<file path="config.mk">
export PLATFORM = sky130hd
export DESIGN_NAME = busArbiter
export DESIGN_NICKNAME = d
export VERILOG_FILES = /design/src/logic/busPkg.sv /design/src/logic/busArbiter.sv
export VERILOG_INCLUDE_DIRS = /design/src /design/src/include
export SDC_FILE = /design/constraint.sdc
export NUM_CORES = 1
export LEC_CHECK = 0
export ABC_AREA = 1
export BUFFER_PORTS_ARGS = -buffer_cell sky130_fd_sc_hd__buf_2
export CAP_MARGIN = 20
export CORE_AREA = 2 2 124 126
export CTS_CLUSTER_DIAMETER = 80
export CTS_CLUSTER_SIZE = 30
export DETAILED_ROUTE_END_ITERATION = 8
export DIE_AREA = 0 0 126 128
export PLACE_DENSITY_LB_ADDON = 0.12
export SYNTH_ARGS = -nofsm -noshare
export SYNTH_HDL_FRONTEND = slang
export SYNTH_SLANG_ARGS = --single-unit
export TNS_END_PERCENT = 100
</file>
<file path="constraint.sdc">
create_clock -name clk -period 1.2 [get_ports clk]
set_input_delay 0.12 -clock clk [delete_from_list [all_inputs] [get_ports clk]]
set_output_delay 0.12 -clock clk [all_outputs]
set_load 0.1 [all_outputs]
</file>
<file path="src/include/mipsConfig_config.svh">
`ifndef MIPS_CONFIG_SVH
`define MIPS_CONFIG_SVH

// ---------------------------------------------------------------------------
// Shared memory geometry
// ---------------------------------------------------------------------------

// Byte address width on the bus
`define MEM_ADDR_BITS 12

// Depth of the shared memory in 32-bit words
`define MEM_WORDS 1024

`endif
</file>
<file path="src/logic/busPkg.sv">
`include "mipsConfig_config.svh"

package busPkg;

	// Word-aligned byte address
	typedef logic [`MEM_ADDR_BITS-1:0] busAddr_t;

	// Bus data word
	typedef logic [31:0] busData_t;

	// Current bus owner, also the arbiter state
	typedef enum logic [1:0]
	{
		GRANT_NONE,
		GRANT_LOADER,
		GRANT_DATA,
		GRANT_FETCH
	} grant_t;

endpackage

</file>
<file path="src/logic/busArbiter.sv">
`timescale 1ns/1ps

module busArbiter
(
	input logic clk,
	input logic reset,
	// Loader master
	input logic loadCyc,
	input logic loadStb,
	input logic loadWe,
	input busPkg::busAddr_t loadAdr,
	input busPkg::busData_t loadDatW,
	output busPkg::busData_t loadDatR,
	output logic loadAck,
	// Core data master
	input logic dataCyc,
	input logic dataStb,
	input logic dataWe,
	input busPkg::busAddr_t dataAdr,
	input busPkg::busData_t dataDatW,
	output busPkg::busData_t dataDatR,
	output logic dataAck,
	// Instruction fetch master
	input logic fetchCyc,
	input logic fetchStb,
	input logic fetchWe,
	input busPkg::busAddr_t fetchAdr,
	input busPkg::busData_t fetchDatW,
	output busPkg::busData_t fetchDatR,
	output logic fetchAck,
	// Memory slave
	output logic memCyc,
	output logic memStb,
	output logic memWe,
	output busPkg::busAddr_t memAdr,
	output busPkg::busData_t memDatW,
	input busPkg::busData_t memDatR,
	input logic memAck
);

	busPkg::grant_t grant;
	busPkg::grant_t nextGrant;
	logic ownerCyc;

	// ---------------------------------------------------------------------------
	// Grant selection
	// ---------------------------------------------------------------------------

	always_comb
	begin
		case (grant)
			busPkg::GRANT_LOADER: ownerCyc = loadCyc;
			busPkg::GRANT_DATA: ownerCyc = dataCyc;
			busPkg::GRANT_FETCH: ownerCyc = fetchCyc;
			default: ownerCyc = 1'b0;
		endcase
	end

	// Held for the whole cycle, fixed priority on release
	always_comb
	begin
		nextGrant = grant;
		if (!ownerCyc)
		begin
			if (loadCyc)
				nextGrant = busPkg::GRANT_LOADER;
			else if (dataCyc)
				nextGrant = busPkg::GRANT_DATA;
			else if (fetchCyc)
				nextGrant = busPkg::GRANT_FETCH;
			else
				nextGrant = busPkg::GRANT_NONE;
		end
	end

	always_ff @(posedge clk)
	begin
		if (reset)
			grant <= busPkg::GRANT_NONE;
		else
			grant <= nextGrant;
	end

	// ---------------------------------------------------------------------------
	// Routing
	// ---------------------------------------------------------------------------

	// Slave sees only the owner
	always_comb
	begin
		memCyc = 1'b0;
		memStb = 1'b0;
		memWe = 1'b0;
		memAdr = loadAdr;
		memDatW = loadDatW;
		case (grant)
			busPkg::GRANT_LOADER:
			begin
				memCyc = loadCyc;
				memStb = loadStb;
				memWe = loadWe;
			end
			busPkg::GRANT_DATA:
			begin
				memCyc = dataCyc;
				memStb = dataStb;
				memWe = dataWe;
				memAdr = dataAdr;
				memDatW = dataDatW;
			end
			busPkg::GRANT_FETCH:
			begin
				memCyc = fetchCyc;
				memStb = fetchStb;
				memWe = fetchWe;
				memAdr = fetchAdr;
				memDatW = fetchDatW;
			end
			default:
				memCyc = 1'b0;
		endcase
	end

	// Return path gated by grant
	assign loadAck = (grant == busPkg::GRANT_LOADER) && memAck;
	assign dataAck = (grant == busPkg::GRANT_DATA) && memAck;
	assign fetchAck = (grant == busPkg::GRANT_FETCH) && memAck;
	assign loadDatR = (grant == busPkg::GRANT_LOADER) ? memDatR : '0;
	assign dataDatR = (grant == busPkg::GRANT_DATA) ? memDatR : '0;
	assign fetchDatR = (grant == busPkg::GRANT_FETCH) ? memDatR : '0;

	// Ack answers a request of the same owner
	assert property (@(posedge clk) disable iff (reset)
		memAck |-> $past(memCyc && memStb) && grant == $past(grant));

endmodule

</file>
=== Yosys cells after proc, flatten, opt, wreduce, memory -nomap -nowiden ===
Index checks and enable logic that the tools add are counted.

* Muxes and demuxes: 11
* Reductions and logical operators: 3
* Equality and inequality tests: 3

{| class="wikitable"
|+ Operator list
! operator !! number
|-
| 32-bit 2-to-1 mux || 3
|-
| 32-bit case mux with 2 select lines || 1
|-
| 12-bit case mux with 2 select lines || 1
|-
| 1-bit case mux with 3 select lines || 3
|-
| 2-bit 2-to-1 mux || 3
|-
| 2-bit == test (second input constant) || 2
|-
| 1-bit logical AND || 3
|-
| 2-bit by 1-bit == test with 1-bit output (second input constant) || 1
|}

* Output and inout bits: 146
* Bits in registers: 2
* Word-level logic and storage cells: 18
* Input port bits: 176

=== Longest topological paths before layout ===
* Word-level depth: 3
* Depth in mapped cells: 6

=== Least setup slack after synthesis ===
OpenSTA, ideal clock, no wires.

* Path kind: reg2out
* Start: reg grant[0]
* End: out loadDatR[10]
* Buffers on the path: 1
* Data arrival time: 2.044 ns
* Required time: 1.080 ns
* Path slack: -0.964 ns
* Cell stages (with the launch flop): 6
* Path through: dfxtp_1 inv_2 nor2_4 inv_2 buf_6 nor2_1

* Word-level cells in the longest chain between the ends: 2

{| class="wikitable"
|+ RTL lines
! element !! line !! RTL
|-
| start, declared || busArbiter.sv:41 || <nowiki>busPkg::grant_t grant;</nowiki>
|-
| start signal, assigned || busArbiter.sv:79 || <nowiki>grant <= busPkg::GRANT_NONE;</nowiki>
|-
| start signal, assigned || busArbiter.sv:81 || <nowiki>grant <= nextGrant;</nowiki>
|-
| 2-bit by 1-bit == test with 1-bit output || busArbiter.sv:128 || <nowiki>assign loadDatR = (grant == busPkg::GRANT_LOADER) ? memDatR : '0;</nowiki>
|-
| 32-bit 2-to-1 mux || busArbiter.sv:128 ||
|-
| end, declared || busArbiter.sv:13 || <nowiki>output busPkg::busData_t loadDatR,</nowiki>
|}

No other way between the ends.

=== Worst setup path after layout ===
* Start: reg grant[1]
* End: out dataDatR[10]

* Word-level cells in the longest chain between the ends: 2

{| class="wikitable"
|+ RTL lines
! element !! line !! RTL
|-
| 2-bit == test || busArbiter.sv:129 || <nowiki>assign dataDatR = (grant == busPkg::GRANT_DATA) ? memDatR : '0;</nowiki>
|-
| 32-bit 2-to-1 mux || busArbiter.sv:129 ||
|-
| end, declared || busArbiter.sv:21 || <nowiki>output busPkg::busData_t dataDatR,</nowiki>
|}

No other way between the ends.

==> insert_results.sql <==
INSERT INTO impl_metrics (metric_group, metric, value, unit) VALUES
('power', 'peakVddDrop', '0.000494', 'V'),
('die', 'die-height', '128', 'um'),
('timing', 'setup_viol', '146', ''),
('final_layout', 'area_delta_synth_final', '367', '%'),
('clock_network', 'ctsHtreeMaxLevel', '1', ''),
('die', 'core_area', '0.0149', 'sq mm'),
('final_layout', 'instances_no_fill', '902', ''),
('final_layout', 'number_of_nets_in_the_finished_design', '891', ''),
('power', 'netSwitchingFraction', '59.1', '%'),
('final_layout', 'layout_top_registers', 'grant (2)', ''),
('critical_path', 'crit_top_cell', 'buf_12', ''),
('critical_path', 'crit_required', '1.08', 'ns'),
('drt', 'drtPass1Iterations', '4', ''),
('global_routing', 'grt.overflow.total', '0', ''),
('timing', 'timing.hold.ws', '0.0689', 'ns'),
('global_routing', 'grt.total_usage', '16.7', '%'),
('timing', 'post-route-worst-setup-slack', '-0.302', 'ns'),
('logic_synthesis', 'number_of_synthesized_flops_with_an_enable_pin', '0', ''),
('logic_synthesis', 'synth_most_common_cell', 'nor2_1', ''),
('final_layout', 'diodes', '0', ''),
('global_routing', 'pin_count_of_the_biggest_net_entering_global_routing', '30', ''),
('logic_synthesis', 'yosysTopAreaCell', 'nand3_1', ''),
('final_layout', 'fill_cells', '1335', ''),
('power', 'power.net_switching', '3820', 'uW'),
('critical_path', 'worstPathArrival', '1.38', 'ns'),
('global_routing', 'grt_first_pass_wirelength', '21500', 'um'),
('clock_network', 'tritoncts_sinks', '2', ''),
('placement', 'post-dp-hpwl', '12100', 'um'),
('logic_synthesis', 'synth.top_cells.by_area', 'nand3_1 27%, nor2_1 22%, nand2_1 21%', ''),
('outcome', 'violations', 'negative setup slack', ''),
('min_path', 'timing.hold.worst.class', 'in2reg', ''),
('drt', 'dr.first_iter.drc_count', '89', ''),
('placement', 'placed_cells_incl_taps', '884', ''),
('placement', 'gpl.final_weighted_congestion', '0.814', ''),
('drt', 'wirelength', '14400', 'um'),
('drt', 'detail-route-antenna-nets', '0', ''),
('logic_synthesis', 'synthesis.yosys.warnings', '0', ''),
('logic_synthesis', 'synth-seq-cells', '2', ''),
('timing', 'worst_margin_slew', '0.308', 'ns'),
('drt', 'detail_route.wl_per_cell', '15.9', 'um'),
('logic_synthesis', 'synthTopCellsByCount', '101 x nor2_1, 97 x nand2_1, 93 x nand3_1', ''),
('final_layout', 'multi_input_area', '0.00285', 'sq mm'),
('placement', 'port-buffer-count', '321', ''),
('power', 'cell_internal_pwr', '2650', 'uW'),
('critical_path', 'worstPathMaxFanout', '18', ''),
('drt', 'via_count', '3748', ''),
('final_layout', 'seq_area', '47.5', 'sq um'),
('global_routing', 'antenna_found_initial', '0', ''),
('logic_synthesis', 'synthesis.area_per_instance', '4.61', 'sq um'),
('logic_synthesis', 'syn_nets', '546', ''),
('clock_network', 'tritoncts.num_buffers', '3', ''),
('power', 'p_comb_share', '90.6', '%'),
('timing', 'slew_headroom', '79.4', '%'),
('critical_path', 'crit_path_end_kind', 'primary output', ''),
('logic_synthesis', 'netlist.area_leader.share', '27.3', '%'),
('timing', 'slew_viol_final', '0', ''),
('critical_path', 'critPathLaunchType', 'register', ''),
('critical_path', 'crit_path_cell_chain', 'buf_12 -> nand2_4 -> buf_12 -> nor2_4 -> buf_12', ''),
('critical_path', 'worst-setup-path-type', 'reg2out', ''),
('clock_network', 'cts.reportedPaths.clkPinSlew', '0.03', 'ns'),
('run', 'drv_cap', '0', ''),
('final_layout', 'post-route-util', '53.6', '%'),
('outcome', 'status', 'complete, but fails checks', ''),
('die', 'ios', '322', ''),
('die', 'die_w', '126', 'um'),
('power', 'design_power_total', '6470', 'uW'),
('drt', 'vias_per_cell', '4.16', ''),
('logic_synthesis', 'netlist-cell-type-count', '15', ''),
('timing', 'fmax', '666', 'MHz'),
('timing', 'timing_hold_violations_final', '0', ''),
('clock_network', 'cts_hold_buffers', '0', '');
[final timing paths]
check | startpoint | endpoint | slack (ns) | cells after the start
worst max-delay path | grant[1] | dataDatR[10] | -0.30 | 5
worst min-delay path | reset | grant[0] | 0.07 | 2
worst max register to register | grant[1] | grant[1] | 0.02 | 6
worst min register to register | grant[0] | grant[1] | 0.78 | 4
[cells by family (layout without fill, tap and decap cells)]
logic type | count (synthesis) | after routing | share of synthesized area, %
AOI/OAI and AO/OA | 2 | 2 | 0.587
buffers and inverters | 68 | 412 | 22.2
DFF | 2 | 2 | 2.35
and+or+nand+nor | 298 | 298 | 74.9
[timing repair]
action                     CTS  global route
gates cloned                 3             5
resized for setup           34            37
buffers inserted             4             2
pin swaps                    3             2
setup endpoints to repair  147           148
[cells in the final DEF (no fill, tap or decap)]
master     instances
nand3_1           19
buf_4             16
nor2_4           100
buf_12           161
inv_1             36
buf_8              1
inv_6              1
clkbuf_1           1
buf_2            175
dfxtp_4            2
buf_6              4
inv_8              1
nand2_4            5
a21oi_1            2
clkinv_8           1
buf_16             6
nand2_1           62
nand2_2           31
nand3_2           32
clkbuf_16          8
nor2_1             3
nand3_4           46
inv_12             1
[power groups by stage]
stage	combinational (uW)	sequential (uW)	clock, uW
after floorplan	3560	80.5	0
after global placement	5640	87.2	0
after detailed placement	5670	87.7	0
after CTS	5790	89.0	530
after global routing	6050	90.2	538
final	5860	88.7	521
[per-stage QoR]
| stage | setup TNS, ns | setup WS [ns] | cell area, sq um |
|---|---|---|---|
| floorplan | -21.45 | -0.237 | 3150 |
| global placement | -7.87 | -0.116 | 7400 |
| detailed placement | -10.53 | -0.128 | 7400 |
| CTS | -39.26 | -0.305 | 7690 |
| global route | -44.43 | -0.347 | 7970 |
| finish | -37.34 | -0.302 | 7970 |
[worst max-delay path: cells and delay by family (launching register included)]
| family | cells | cell delay (ns) |
|---|---|---|
| DFF | 1 | 0.39 |
| and+or+nand+nor | 2 | 0.22 |
| buffers and inverters | 3 | 0.53 |
[cell type report]
type                       count  share of cell area [%]
clock buffer                   4                   0.989
inverter                      40                    2.35
multi-input combinational    300                    35.8
tap                          188                    2.95
timing repair buffer         368                    57.3
sequential                     2                   0.597
[metal layers]
metal  wire length, um  GRT usage, %  vias up  part of all wire, %
li1                  -             -     1839                    -
met3               841          2.92       14                  5.8
met1              4980          17.6     1747                   35
met2              8380          34.7      148                   58
met4               175          2.78        0                  1.2
met5                 0             0        -                    0
(Power assumes the default switching activity.)
