### src/include/mipsConfig_config.svh
`ifndef MIPS_CONFIG_SVH
`define MIPS_CONFIG_SVH

// ---------------------------------------------------------------------------
// Shared memory geometry
// ---------------------------------------------------------------------------

// Byte address width on the bus
`define MEM_ADDR_BITS 12

// Depth of the shared memory in 32-bit words
`define MEM_WORDS 1024

`endif
### src/logic/busPkg.sv
`include "mipsConfig_config.svh"

package busPkg;

	// Word-aligned byte address
	typedef logic [`MEM_ADDR_BITS-1:0] busAddr_t;

	// Bus data word
	typedef logic [31:0] busData_t;

	// Current bus owner, also the arbiter state
	typedef enum logic [1:0]
	{
		GRANT_NONE,
		GRANT_LOADER,
		GRANT_DATA,
		GRANT_FETCH
	} grant_t;

endpackage

### src/logic/isaPkg.sv
package isaPkg;

	// Data path widths
	typedef logic [31:0] word_t;
	typedef logic [4:0] regAddr_t;

	// Instruction fields
	typedef logic [5:0] opcode_t;
	typedef logic [5:0] funct_t;

	// Primary opcodes
	localparam opcode_t OP_RTYPE = 6'h00;
	localparam opcode_t OP_BEQ = 6'h04;
	localparam opcode_t OP_ADDI = 6'h08;
	localparam opcode_t OP_LW = 6'h23;
	localparam opcode_t OP_SW = 6'h2b;

	// R-type funct codes
	localparam funct_t FN_ADD = 6'h20;
	localparam funct_t FN_SUB = 6'h22;
	localparam funct_t FN_AND = 6'h24;
	localparam funct_t FN_OR = 6'h25;
	localparam funct_t FN_SLT = 6'h2a;

	// ALU operations
	typedef enum logic [2:0]
	{
		ALU_ADD,
		ALU_SUB,
		ALU_AND,
		ALU_OR,
		ALU_SLT
	} aluOp_t;

	// Operand source of a forwarding mux
	typedef enum logic [1:0]
	{
		FWD_NONE,
		FWD_MEM,
		FWD_WB
	} fwdSel_t;

endpackage

### src/logic/pipeCore.sv
`timescale 1ns/1ps
`include "mipsConfig_config.svh"

module pipeCore
(
	input logic clk,
	input logic reset,
	input logic start,
	output logic fetchCyc,
	output logic fetchStb,
	output busPkg::busAddr_t fetchAdr,
	input busPkg::busData_t fetchDatR,
	input logic fetchAck,
	output logic dataCyc,
	output logic dataStb,
	output logic dataWe,
	output busPkg::busAddr_t dataAdr,
	output busPkg::busData_t dataDatW,
	input busPkg::busData_t dataDatR,
	input logic dataAck,
	output logic wbValid,
	output isaPkg::regAddr_t wbReg,
	output isaPkg::word_t wbData
);

	typedef enum logic
	{
		D_IDLE,
		D_BUS
	} dataState_t;

	// Fetch and hazards
	isaPkg::word_t instrF;
	busPkg::busAddr_t instrPcF;
	logic instrValidF;
	logic stallF;
	logic stallD;
	logic flushD;
	logic flushE;
	logic freeze;
	logic memBusy;
	isaPkg::fwdSel_t forwardAD;
	isaPkg::fwdSel_t forwardBD;
	isaPkg::fwdSel_t forwardAE;
	isaPkg::fwdSel_t forwardBE;

	// Decode
	logic validD;
	isaPkg::word_t instrD;
	busPkg::busAddr_t pcD;
	isaPkg::word_t signImmD;
	logic regWriteD;
	logic memToRegD;
	logic memWriteD;
	logic memReadD;
	logic aluSrcImmD;
	logic regDstRdD;
	logic branchD;
	isaPkg::aluOp_t aluOpD;
	isaPkg::word_t rd1D;
	isaPkg::word_t rd2D;
	isaPkg::word_t srcAD;
	isaPkg::word_t srcBD;
	logic pcSrcD;
	busPkg::busAddr_t branchTargetD;

	// Execute
	logic regWriteE;
	logic memToRegE;
	logic memWriteE;
	logic memReadE;
	logic aluSrcImmE;
	logic regDstRdE;
	isaPkg::aluOp_t aluOpE;
	isaPkg::word_t rd1E;
	isaPkg::word_t rd2E;
	isaPkg::regAddr_t rsE;
	isaPkg::regAddr_t rtE;
	isaPkg::regAddr_t rdE;
	isaPkg::word_t immE;
	isaPkg::regAddr_t writeRegE;
	isaPkg::word_t srcAE;
	isaPkg::word_t writeDataE;
	isaPkg::word_t srcBE;
	isaPkg::word_t aluOutE;

	// Memory and write-back
	logic regWriteM;
	logic memToRegM;
	logic memWriteM;
	logic memReadM;
	isaPkg::word_t aluOutM;
	isaPkg::word_t writeDataM;
	isaPkg::regAddr_t writeRegM;
	dataState_t dataState;
	logic regWriteW;
	logic memToRegW;
	logic wbFresh;
	isaPkg::word_t aluOutW;
	isaPkg::word_t readDataW;
	isaPkg::regAddr_t writeRegW;
	isaPkg::word_t resultW;

	// Shared by every forwarding mux
	function automatic isaPkg::word_t fwdMux(isaPkg::fwdSel_t sel, isaPkg::word_t regVal,
		isaPkg::word_t memVal, isaPkg::word_t wbVal);
		case (sel)
			isaPkg::FWD_MEM: return memVal;
			isaPkg::FWD_WB: return wbVal;
			default: return regVal;
		endcase
	endfunction

	// ---------------------------------------------------------------------------
	// Fetch
	// ---------------------------------------------------------------------------

	fetchUnit fetchUnit_i
	(
		.clk(clk),
		.reset(reset),
		.start(start),
		.stall(stallF || freeze),
		.redirect(pcSrcD),
		.redirectPc(branchTargetD),
		.cyc(fetchCyc),
		.stb(fetchStb),
		.adr(fetchAdr),
		.datR(fetchDatR),
		.ack(fetchAck),
		.instr(instrF),
		.instrPc(instrPcF),
		.instrValid(instrValidF)
	);

	// ---------------------------------------------------------------------------
	// Decode and branch resolution
	// ---------------------------------------------------------------------------

	controlUnit controlUnit_i
	(
		.opcode(isaPkg::opcode_t'(instrD[31:26])),
		.funct(isaPkg::funct_t'(instrD[5:0])),
		.regWrite(regWriteD),
		.memToReg(memToRegD),
		.memWrite(memWriteD),
		.memRead(memReadD),
		.aluSrcImm(aluSrcImmD),
		.regDstRd(regDstRdD),
		.branch(branchD),
		.aluOp(aluOpD)
	);

	registerFile registerFile_i
	(
		.clk(clk),
		.reset(reset),
		.ra1(instrD[25:21]),
		.ra2(instrD[20:16]),
		.wa(writeRegW),
		.wd(resultW),
		.we(regWriteW),
		.rd1(rd1D),
		.rd2(rd2D)
	);

	assign signImmD = {{16{instrD[15]}}, instrD[15:0]};

	// Compare with operands forwarded from memory
	assign srcAD = (forwardAD == isaPkg::FWD_MEM) ? aluOutM : rd1D;
	assign srcBD = (forwardBD == isaPkg::FWD_MEM) ? aluOutM : rd2D;

	// Target is PC+4 plus word offset
	assign branchTargetD = pcD + busPkg::busAddr_t'(4) + {signImmD[`MEM_ADDR_BITS-3:0], 2'b00};

	// Taken only when decode really advances
	assign pcSrcD = branchD && validD && (srcAD == srcBD) && !stallD && !freeze;
	assign flushD = pcSrcD;

	// ---------------------------------------------------------------------------
	// Execute
	// ---------------------------------------------------------------------------

	assign writeRegE = regDstRdE ? rdE : rtE;
	assign srcAE = fwdMux(forwardAE, rd1E, aluOutM, resultW);
	assign writeDataE = fwdMux(forwardBE, rd2E, aluOutM, resultW);
	assign srcBE = aluSrcImmE ? immE : writeDataE;

	always_comb
	begin
		case (aluOpE)
			isaPkg::ALU_SUB: aluOutE = srcAE - srcBE;
			isaPkg::ALU_AND: aluOutE = srcAE & srcBE;
			isaPkg::ALU_OR: aluOutE = srcAE | srcBE;
			isaPkg::ALU_SLT: aluOutE = ($signed(srcAE) < $signed(srcBE)) ? 32'd1 : 32'd0;
			default: aluOutE = srcAE + srcBE;
		endcase
	end

	// ---------------------------------------------------------------------------
	// Data port and write-back
	// ---------------------------------------------------------------------------

	// One bus cycle per lw or sw, pipeline frozen until ack
	assign dataCyc = (dataState == D_BUS);
	assign dataStb = dataCyc;
	assign dataWe = memWriteM;
	assign dataAdr = aluOutM[`MEM_ADDR_BITS-1:0];
	assign dataDatW = writeDataM;
	assign memBusy = (memReadM || memWriteM) && !(dataState == D_BUS && dataAck);

	assign resultW = memToRegW ? readDataW : aluOutW;

	// Report once even if write-back is held by a freeze
	assign wbValid = wbFresh && regWriteW && (writeRegW != '0);
	assign wbReg = writeRegW;
	assign wbData = resultW;

	hazardUnit hazardUnit_i
	(
		.rsD(instrD[25:21]),
		.rtD(instrD[20:16]),
		.rsE(rsE),
		.rtE(rtE),
		.writeRegE(writeRegE),
		.writeRegM(writeRegM),
		.writeRegW(writeRegW),
		.branchD(branchD && validD),
		.regWriteE(regWriteE),
		.memToRegE(memToRegE),
		.regWriteM(regWriteM),
		.memToRegM(memToRegM),
		.regWriteW(regWriteW),
		.memBusy(memBusy),
		.stallF(stallF),
		.stallD(stallD),
		.flushE(flushE),
		.freeze(freeze),
		.forwardAD(forwardAD),
		.forwardBD(forwardBD),
		.forwardAE(forwardAE),
		.forwardBE(forwardBE)
	);

	// ---------------------------------------------------------------------------
	// Stage registers
	// ---------------------------------------------------------------------------

	// Valid and control bits
	always_ff @(posedge clk)
	begin
		if (reset)
		begin
			validD <= 1'b0;
			regWriteE <= 1'b0;
			memToRegE <= 1'b0;
			memWriteE <= 1'b0;
			memReadE <= 1'b0;
			regWriteM <= 1'b0;
			memToRegM <= 1'b0;
			memWriteM <= 1'b0;
			memReadM <= 1'b0;
			regWriteW <= 1'b0;
			memToRegW <= 1'b0;
			wbFresh <= 1'b0;
			dataState <= D_IDLE;
		end
		else
		begin
			if (!freeze && !stallD)
				validD <= instrValidF && !flushD;
			if (!freeze)
			begin
				// Bubble into execute on a decode stall
				regWriteE <= regWriteD && validD && !flushE;
				memToRegE <= memToRegD && validD && !flushE;
				memWriteE <= memWriteD && validD && !flushE;
				memReadE <= memReadD && validD && !flushE;
				regWriteM <= regWriteE;
				memToRegM <= memToRegE;
				memWriteM <= memWriteE;
				memReadM <= memReadE;
				regWriteW <= regWriteM;
				memToRegW <= memToRegM;
			end
			wbFresh <= !freeze;
			case (dataState)
				D_IDLE:
					if (memReadM || memWriteM)
						dataState <= D_BUS;
				default:
					if (dataAck)
						dataState <= D_IDLE;
			endcase
		end
	end

	// Payload
	always_ff @(posedge clk)
	begin
		if (!freeze && !stallD)
		begin
			instrD <= (instrValidF && !flushD) ? instrF : '0;
			pcD <= instrPcF;
		end
		if (!freeze)
		begin
			aluSrcImmE <= aluSrcImmD;
			regDstRdE <= regDstRdD;
			aluOpE <= aluOpD;
			rd1E <= rd1D;
			rd2E <= rd2D;
			rsE <= instrD[25:21];
			rtE <= instrD[20:16];
			rdE <= instrD[15:11];
			immE <= signImmD;
			aluOutM <= aluOutE;
			writeDataM <= writeDataE;
			writeRegM <= writeRegE;
			aluOutW <= aluOutM;
			readDataW <= dataDatR;
			writeRegW <= writeRegM;
		end
	end

	// Request held steady until the memory answers
	assert property (@(posedge clk) disable iff (reset)
		(dataStb && !dataAck) |=> $stable(dataAdr) && $stable(dataWe) && $stable(dataDatW));

endmodule

### src/logic/hazardUnit.sv
`timescale 1ns/1ps

module hazardUnit
(
	input isaPkg::regAddr_t rsD,
	input isaPkg::regAddr_t rtD,
	input isaPkg::regAddr_t rsE,
	input isaPkg::regAddr_t rtE,
	input isaPkg::regAddr_t writeRegE,
	input isaPkg::regAddr_t writeRegM,
	input isaPkg::regAddr_t writeRegW,
	input logic branchD,
	input logic regWriteE,
	input logic memToRegE,
	input logic regWriteM,
	input logic memToRegM,
	input logic regWriteW,
	input logic memBusy,
	output logic stallF,
	output logic stallD,
	output logic flushE,
	output logic freeze,
	output isaPkg::fwdSel_t forwardAD,
	output isaPkg::fwdSel_t forwardBD,
	output isaPkg::fwdSel_t forwardAE,
	output isaPkg::fwdSel_t forwardBE
);

	logic lwStall;
	logic branchStall;

	// Nearest producer wins, never for $0
	function automatic isaPkg::fwdSel_t pickFwd(isaPkg::regAddr_t src, logic enM,
		isaPkg::regAddr_t wrM, logic enW, isaPkg::regAddr_t wrW);
		if (src != '0 && enM && wrM == src)
			return isaPkg::FWD_MEM;
		else if (src != '0 && enW && wrW == src)
			return isaPkg::FWD_WB;
		return isaPkg::FWD_NONE;
	endfunction

	// Destination read by the decode instruction
	function automatic logic readsD(isaPkg::regAddr_t wr);
		return (wr != '0) && (wr == rsD || wr == rtD);
	endfunction

	// Execute takes memory or write-back results
	assign forwardAE = pickFwd(rsE, regWriteM, writeRegM, regWriteW, writeRegW);
	assign forwardBE = pickFwd(rtE, regWriteM, writeRegM, regWriteW, writeRegW);

	// Decode only needs memory, write-back goes through the register file
	assign forwardAD = pickFwd(rsD, regWriteM, writeRegM, 1'b0, writeRegW);
	assign forwardBD = pickFwd(rtD, regWriteM, writeRegM, 1'b0, writeRegW);

	// Load in execute feeding the next instruction
	assign lwStall = memToRegE && readsD(writeRegE);

	// Branch operands not yet available in decode
	assign branchStall = branchD && ((regWriteE && readsD(writeRegE)) ||
		(memToRegM && readsD(writeRegM)));

	assign stallF = lwStall || branchStall;
	assign stallD = stallF;
	assign flushE = stallD;

	// Data port owns the pipeline until its ack
	assign freeze = memBusy;

endmodule

### src/logic/registerFile.sv
`timescale 1ns/1ps

module registerFile
(
	input logic clk,
	input logic reset,
	input isaPkg::regAddr_t ra1,
	input isaPkg::regAddr_t ra2,
	input isaPkg::regAddr_t wa,
	input isaPkg::word_t wd,
	input logic we,
	output isaPkg::word_t rd1,
	output isaPkg::word_t rd2
);

	isaPkg::word_t regs [32];

	// Architectural state starts at zero
	always_ff @(posedge clk)
	begin
		if (reset)
		begin
			for (int i = 0; i < 32; i++)
				regs[i] <= '0;
		end
		else if (we && wa != '0)
			regs[wa] <= wd;
	end

	// $0 hardwired, write-through for the retiring value
	assign rd1 = (ra1 == '0) ? '0 : (we && ra1 == wa) ? wd : regs[ra1];
	assign rd2 = (ra2 == '0) ? '0 : (we && ra2 == wa) ? wd : regs[ra2];

endmodule

### src/logic/controlUnit.sv
`timescale 1ns/1ps

module controlUnit
(
	input isaPkg::opcode_t opcode,
	input isaPkg::funct_t funct,
	output logic regWrite,
	output logic memToReg,
	output logic memWrite,
	output logic memRead,
	output logic aluSrcImm,
	output logic regDstRd,
	output logic branch,
	output isaPkg::aluOp_t aluOp
);

	always_comb
	begin
		// Anything not listed decodes as a no-op
		regWrite = 1'b0;
		memToReg = 1'b0;
		memWrite = 1'b0;
		memRead = 1'b0;
		aluSrcImm = 1'b0;
		regDstRd = 1'b0;
		branch = 1'b0;
		aluOp = isaPkg::ALU_ADD;

		case (opcode)
			isaPkg::OP_RTYPE:
			begin
				regDstRd = 1'b1;
				regWrite = 1'b1;
				case (funct)
					isaPkg::FN_ADD: aluOp = isaPkg::ALU_ADD;
					isaPkg::FN_SUB: aluOp = isaPkg::ALU_SUB;
					isaPkg::FN_AND: aluOp = isaPkg::ALU_AND;
					isaPkg::FN_OR: aluOp = isaPkg::ALU_OR;
					isaPkg::FN_SLT: aluOp = isaPkg::ALU_SLT;
					// Unknown funct, nothing retires
					default: regWrite = 1'b0;
				endcase
			end
			isaPkg::OP_ADDI:
			begin
				regWrite = 1'b1;
				aluSrcImm = 1'b1;
			end
			// Address is base plus offset
			isaPkg::OP_LW:
			begin
				regWrite = 1'b1;
				memToReg = 1'b1;
				memRead = 1'b1;
				aluSrcImm = 1'b1;
			end
			isaPkg::OP_SW:
			begin
				memWrite = 1'b1;
				aluSrcImm = 1'b1;
			end
			// Compare happens in decode, ALU result unused
			isaPkg::OP_BEQ:
			begin
				branch = 1'b1;
				aluOp = isaPkg::ALU_SUB;
			end
			default:
				branch = 1'b0;
		endcase
	end

endmodule

### src/logic/fetchUnit.sv
`timescale 1ns/1ps

module fetchUnit
(
	input logic clk,
	input logic reset,
	input logic start,
	input logic stall,
	input logic redirect,
	input busPkg::busAddr_t redirectPc,
	output logic cyc,
	output logic stb,
	output busPkg::busAddr_t adr,
	input busPkg::busData_t datR,
	input logic ack,
	output isaPkg::word_t instr,
	output busPkg::busAddr_t instrPc,
	output logic instrValid
);

	typedef enum logic [1:0]
	{
		F_IDLE,
		F_REQ,
		F_DISCARD
	} fetchState_t;

	fetchState_t state;
	busPkg::busAddr_t pc;
	busPkg::busAddr_t reqAdr;
	logic launch;
	logic accept;

	// One word buffer, new request only once it is free
	assign launch = start && !redirect && (!instrValid || !stall);
	assign accept = (state == F_REQ) && ack && !redirect;

	// Cycle and strobe move together
	assign cyc = (state != F_IDLE);
	assign stb = cyc;
	assign adr = reqAdr;

	always_ff @(posedge clk)
	begin
		if (reset)
		begin
			state <= F_IDLE;
			pc <= '0;
			instrValid <= 1'b0;
		end
		else
		begin
			case (state)
				F_IDLE:
					if (launch)
						state <= F_REQ;
				F_REQ:
					if (ack)
						state <= F_IDLE;
					else if (redirect)
						state <= F_DISCARD;
				// Wrong-path word still owed by the bus
				default:
					if (ack)
						state <= F_IDLE;
			endcase

			// Redirect wins over a word landing the same cycle
			if (redirect)
			begin
				pc <= redirectPc;
				instrValid <= 1'b0;
			end
			else if (accept)
			begin
				pc <= pc + busPkg::busAddr_t'(4);
				instrValid <= 1'b1;
			end
			else if (instrValid && !stall)
				instrValid <= 1'b0;
		end
	end

	// Address frozen for the whole bus cycle
	always_ff @(posedge clk)
	begin
		if (state == F_IDLE)
			reqAdr <= pc;
		if (accept)
		begin
			instr <= datR;
			instrPc <= reqAdr;
		end
	end

endmodule

### config.mk
export PLATFORM = sky130hd
export DESIGN_NAME = pipeCore
export DESIGN_NICKNAME = d
export VERILOG_FILES = /design/src/logic/busPkg.sv /design/src/logic/isaPkg.sv /design/src/logic/pipeCore.sv /design/src/logic/hazardUnit.sv /design/src/logic/registerFile.sv /design/src/logic/controlUnit.sv /design/src/logic/fetchUnit.sv
export VERILOG_INCLUDE_DIRS = /design/src /design/src/include
export SDC_FILE = /design/constraint.sdc
export NUM_CORES = 2
export LEC_CHECK = 0
export BUFFER_PORTS_ARGS = -buffer_cell sky130_fd_sc_hd__buf_2
export CORE_MARGIN = 1
export CORE_UTILIZATION = 30
export DETAILED_ROUTE_END_ITERATION = 6
export HOLD_SLACK_MARGIN = 0.05
export PLACE_DENSITY = 0.52
export SLEW_MARGIN = 25
export SYNTH_ARGS = -nofsm -noshare
export SYNTH_HDL_FRONTEND = slang
export SYNTH_SLANG_ARGS = --single-unit
### constraint.sdc
create_clock -name clk -period 7.5 [get_ports clk]
set_input_delay 0 -clock clk [delete_from_list [all_inputs] [get_ports clk]]
set_output_delay 0 -clock clk [all_outputs]
set_load 0.005 [all_outputs]
# After elaboration in Yosys (flattened, before gate mapping)
# Memories as Yosys holds them, arrays and structs flattened. A register that Yosys moved wholly into a read port is not among the register bits.
# Cells that the tools add are included.
dict set report totals {
  n_memories 1
  romBits 0
  wordCells 214
  out_inout_bits 99
  register_bits 364
  latch_bits 0
  in_bits 69
  ramBits 1024
}
dict set report op_classes {
  add_sub_neg 5
  n_eq_ne 33
  magnitude_cmp 1
  mul 0
  bitwise_logic 2
  n_reduce_logical 76
  shifts 0
  div_mod_pow 0
  muxes 62
}
# memory depth word_bits rd rd_clocked_by_memory_dff write_ports line
set memory_table {}
lappend memory_table {registerFile_i.regs 32 32 2 2 32 registerFile.sv:16} ;# isaPkg::word_t regs [32];
# op n
set op_table {}
lappend op_table {{$mux W32} 9}
lappend op_table {{$pmux W32 S2} 2}
lappend op_table {{$pmux W32 S4} 1}
lappend op_table {{$eq A5 B5 Y1} 10}
lappend op_table {{$eq A6 B6 Y1 const B} 7}
lappend op_table {{$logic_and A1 B1 Y1} 42}
lappend op_table {{$reduce_bool A5 Y1} 7}
lappend op_table {{$add A32 B32 Y32} 1}
lappend op_table {{$and A32 B32 Y32} 1}
lappend op_table {{$eq A32 B32 Y1} 1}
lappend op_table {{$lt A32 B32 Y1} 1}
lappend op_table {{$or A32 B32 Y32} 1}
lappend op_table {{$reduce_or A32 Y1} 1}
lappend op_table {{$sub A32 B32 Y32} 1}
lappend op_table {{$mux W5} 6}
lappend op_table {{$mux W2} 14}
lappend op_table {{$add A12 B3 Y12 const B} 2}
lappend op_table {{$mux W1} 24}
lappend op_table {{$mux W12} 2}
lappend op_table {{$add A12 B12 Y12} 1}
lappend op_table {{$pmux W3 S4} 1}
lappend op_table {{$eq A2 B1 Y1 const B} 5}
lappend op_table {{$logic_not A5 Y1} 2}
lappend op_table {{$logic_or A1 B1 Y1} 7}
lappend op_table {{other kinds (20)} 30}

# Longest topological paths before layout
dict set report depth {
  ltp_word 16
  depth_mapped 23
  mapped_depth_nobuf 21
}

# Cells and area by module
# A second synthesis with hierarchy kept.
dict set report unflattened {
  cells_unflattened 5819
  hier_area_um2 76402.0
}
# mod area_each_um2 n_inst cells_each
set modules_own_cells {}
lappend modules_own_cells {registerFile 54721.2 1 3740}
lappend modules_own_cells {pipeCore 18371.4 1 1820}
lappend modules_own_cells {fetchUnit 2469.9 1 146}
lappend modules_own_cells {hazardUnit 661.9 1 85}
lappend modules_own_cells {controlUnit 177.7 1 28}

# Worst setup path before layout
# OpenSTA, ideal clock, no wires.
dict set report synth_path {
  path_type {register -> register}
  from {register dataState, in the netlist dataCyc}
  to {register fetchUnit_i.instrPc[0] (enable)}
  period_less_slack_ns 7.844
  required_ns 7.051
  arrival_time_ns 7.395
  n_path_buf 2
  path_slack_ns -0.344
  stages_incl_launch_ff 13
  setup_time_ns 0.449
  cell_sequence {dfxtp_1 nand2_1 o21a_1 inv_1 nand2_1 or4_1 a211oi_1 and4_1 nand4_1 nor3_4 buf_4 buf_6 nor2_1}
}
dict set report synth_between {
  elab_chain_cells 7
}
# item line
set synth_lines {}
lappend synth_lines {{from (decl)} pipeCore.sv:95} ;# dataState_t dataState;
lappend synth_lines {{from (signal assigned)} pipeCore.sv:266} ;# dataState <= D_IDLE;
lappend synth_lines {{from (signal assigned)} pipeCore.sv:290} ;# dataState <= D_BUS;
lappend synth_lines {{from (signal assigned)} pipeCore.sv:293} ;# dataState <= D_IDLE;
lappend synth_lines {{$logic_and A1 B1 Y1} pipeCore.sv:210} ;# assign memBusy = (memReadM || memWriteM) && !(dataState == D_BUS && dataAck);
lappend synth_lines {{$logic_not A1 Y1} pipeCore.sv:210}
lappend synth_lines {{$logic_and A1 B1 Y1} pipeCore.sv:210}
lappend synth_lines {{$logic_not A1 Y1} -}
lappend synth_lines {{$logic_and A1 B1 Y1} pipeCore.sv:177} ;# assign pcSrcD = branchD && validD && (srcAD == srcBD) && !stallD && !freeze;
lappend synth_lines {{$logic_not A1 Y1} fetchUnit.sv:36} ;# assign accept = (state == F_REQ) && ack && !redirect;
lappend synth_lines {{$logic_and A1 B1 Y1} fetchUnit.sv:36}
lappend synth_lines {{via fetchUnit_i.accept} fetchUnit.sv:32} ;# logic accept;
lappend synth_lines {{to (signal assigned)} fetchUnit.sv:92} ;# instrPc <= reqAdr;
lappend synth_lines {{to (decl)} fetchUnit.sv:17} ;# output busPkg::busAddr_t instrPc,
# The timed path passes the listed nets, and every way through them passes these cells.
# A chain may end at the register's enable or synchronous reset.

==> results.md <==
- Status: finished, final reports clean
- Area delta synth->final: 15.7%
- # fillers: 24000
- Vias per cell: 5.83
- Sw frac: 0.277
- WL final: 306000 microns
- Gr usage total: 0.238
- Die X-Extent: 501 microns
- Final Skew: 43.4 ps
- FF-to-FF path depth: 14
- Peak VDD IR: 0.192 mV
- Worst-Skew Late Latency: 830 ps
- Die area: 251000 sq um
- P_sw: 5.26 mW
- Slew margin rel.: 0.258
- Flop pwr share: 0.481
- CTS max path bufs: 3
- Worst Path Arrival: 7030 ps
- Num ports: 168
- Initial core utilization: 0.303
- Cell count after synthesis: 5883
- DR DRC count: 0
- DRT antenna net count: 0
- Gate power share: 0.119
- CP max stage delay: 920 ps
- First-pass GRT wire length: 421000 microns
- Tightest Pin Transition: 1110 ps
- DRT iter0 DRCs: 8698
- Distinct cells, synth: 85
- Antenna violations before repair: 18
- Largest net degree at the start of global routing: 97
- Final Wtd Congestion: 0.911
- Max-Cap Viols: 0
- Post-synthesis register bit count: 1393
- Clock Sinks: 1393
- CP Depth: 14
- Crit Path Max Fanout: 41
- Port Buffers: 167
- Die H: 501 microns
- Mapped cell area: 74800 sq um
- CP bufs+invs: 3
- Routed wire per std cell: 32.2 microns
- CTS tree: done
- Core area: 247000 sq um
- Clock group share of total power: 0.400
- Worst EP required: 8190 ps
- Vias: 55500
- Dpl cells: 9088
- 1st-pass router iterations: 5
- CP startpoint kind: register
- Sequential area share after synthesis: 0.555
- Crit end category: register
- Final Hold Vio Count: 0
- Dpl hpwl: 198000 microns
- Avg Cell Area, Syn: 12.7 sq um
- Layout cell share with drive strength beyond 1: 0.212
- Internal power: 13.7 mW
- Max Slew Vio Count: 0
- Net count reported at finish: 6255
- CTS root buf: clkbuf_16
- Most used cell, CP: mux4_2
- Setup crit end: fetchUnit_i.state[0]
- Vias in the first global route: 53100
- CTS H-tree depth: 4
- Number of buffers created by CTS: 154
- Gr ovfl total: 0
- Leakage: 30.0 nW
- Unrepaired setup endpoints after global routing: no
- Hold crit path type: in -> reg
- Slowest CP cell: dfxtp_4
- Ys async rst share: 0
- Number of flops mapped to enable cells by yosys: 1357
- Power Dens Cells: 220 nW/um^2
- Cell Count, Final, Fillers Out: 9513
- FP Rows: 182
- Final Cycle Share: 0.845
- Delay-heaviest family, CP: compound AO/OA/AOI/OAI gates
- Reg2reg setup slack: 1160 ps
- Warnings, synthesis: 0
- Clk pin slew, worst setup/hold paths: 60 ps
- Finish-stage setup viols: 0
- TNS Setup: 0 ps
- Fmax: 0.158 GHz
- CP Class: reg -> reg
- Critical R2R Capture: fetchUnit_i.state[0]
- CP Cell Sequence: buf_12 > mux4_2 > mux2i_1 > mux4_2 > a211oi_1 > o22ai_1 > or3_1 > a22oi_1 > o311a_1 > nand4_1 > nor3_4 > buf_4 > o31ai_1 > dlygate4sd3_1
- Main flop type after synthesis: edfxtp_1
- Final min period: 6340 ps
## flip-flops by register name (all words and copies together), names as in the netlist, 32 cells and up, named ones only
| register | count |
|---|---|
| registerFile_i.regs | 1024 |
| aluOutM | 32 |
| aluOutW | 32 |
| dataDatW | 32 |
| fetchUnit_i.instr | 32 |
| instrD | 32 |
| rd1E | 32 |
| rd2E | 32 |
| readDataW | 32 |
## per-layer routing
layer,track usage,routed length [microns],vias to the layer above,part of all wire
met5,0,115,-,0.00038
li1,-,-,22500,-
met4,0.0889,12600,18,0.041
met1,0.320,122000,28600,0.40
met3,0.0646,35100,639,0.11
met2,0.365,136000,3663,0.44
## Yosys cell counts, drive strengths merged (39+ instances only)
| library cell | instances | share of area |
|---|---|---|
| buf | 145 | 0.011 |
| ha | 116 | 0.019 |
| mux4 | 511 | 0.15 |
| xnor2 | 50 | 0.0059 |
| nand2b | 59 | 0.0049 |
| mux2i | 206 | 0.028 |
| o21ai | 241 | 0.016 |
| nor3 | 65 | 0.0045 |
| nand3 | 80 | 0.0054 |
| mux2 | 39 | 0.0059 |
| nor2 | 1165 | 0.058 |
| nor3b | 43 | 0.0043 |
| nand2 | 358 | 0.018 |
| inv | 167 | 0.0084 |
| a22oi | 92 | 0.0092 |
| a211oi | 47 | 0.0049 |
| clkbuf | 383 | 0.019 |
| edfxtp | 1357 | 0.55 |
| o22ai | 64 | 0.0054 |
| a21oi | 172 | 0.012 |
## worst min path at each step
stage / start / end / depth (start not counted)
after floorplan: fetchDatR[0] / fetchUnit_i.instr[0] / 0
final: dataAck / dataWe / 5
after global routing: dataAck / memReadM / 5
after CTS: dataAck / memReadM / 5
after detailed placement: fetchDatR[1] / fetchUnit_i.instr[1] / 1
after global placement: dataDatR[15] / readDataW[15] / 1
## placed cells by master, fill, tap and decap left out, types with 92 or more instances in the layout
master	n
a21oi_1	171
a22oi_1	92
buf_2	166
buf_4	216
clkbuf_16	156
dlygate4sd3_1	135
edfxtp_1	1357
ha_1	116
inv_1	161
mux2i_1	174
mux4_2	511
nand2_1	326
nor2_1	1158
o21ai_0	239
## metrics by stage
step | util | total power, mW | area (sq um) | worst slack, ps | hold WS (ps)
finish | 0.350 | 19.0 | 86500 | 1160 | 166
global route | 0.350 | 19.5 | 86500 | 880 | 179
CTS | 0.350 | 19.0 | 86400 | 911 | 121
detailed placement | 0.325 | 11.4 | 80100 | 1110 | 178
global placement | 0.325 | 11.4 | 80100 | 1090 | 179
floorplan | - | 10.4 | 74900 | 301 | 98.9
## cells by family after synthesis
family,Yosys count,share of synthesized area
and+or+nand+nor,1944,0.111
DFF,1393,0.555
AOI/OAI and AO/OA,896,0.0784
muxes,756,0.187
buffers and inverters,697,0.0392
adders and majority gates,119,0.0202
xor gates and xnor gates,77,0.00902
other,1,0.0000502
## power groups by stage
stage	sequential, mW	clock (mW)	combinational (mW)
after floorplan	9.12	0	1.23
after detailed placement	9.29	0	2.14
after global routing	9.16	7.96	2.35
after global placement	9.28	0	2.14
final	9.14	7.61	2.27
after CTS	9.13	7.68	2.21
## what timing repair did
item / in CTS / in global routing
hold endpoints to repair: 136 / 0
hold buffers: 135 / 0
endpoints found under the setup margin: 0 / 0
gates resized for setup: 0 / 0
buffers inserted: 0 / 0
## final cells by class
type | count | area [sq um] | share of cell area
antenna | 5 | 12.5 | 0.000145
sequential | 1393 | 41500 | 0.480
timing repair buffer | 525 | 3960 | 0.0458
clock inverter | 98 | 898 | 0.0104
inverter | 169 | 643 | 0.00744
multi-input combinational | 3824 | 31300 | 0.362
tap | 3312 | 4140 | 0.0479
clock buffer | 187 | 4040 | 0.0467
## tightest hold or removal path: stages
cell and delay [ps]:
dlygate4sd3_1 550, buf_2 120, nand2_1 100, nand2_1 110
a21oi_1 60
(Power assumes the default switching activity.)
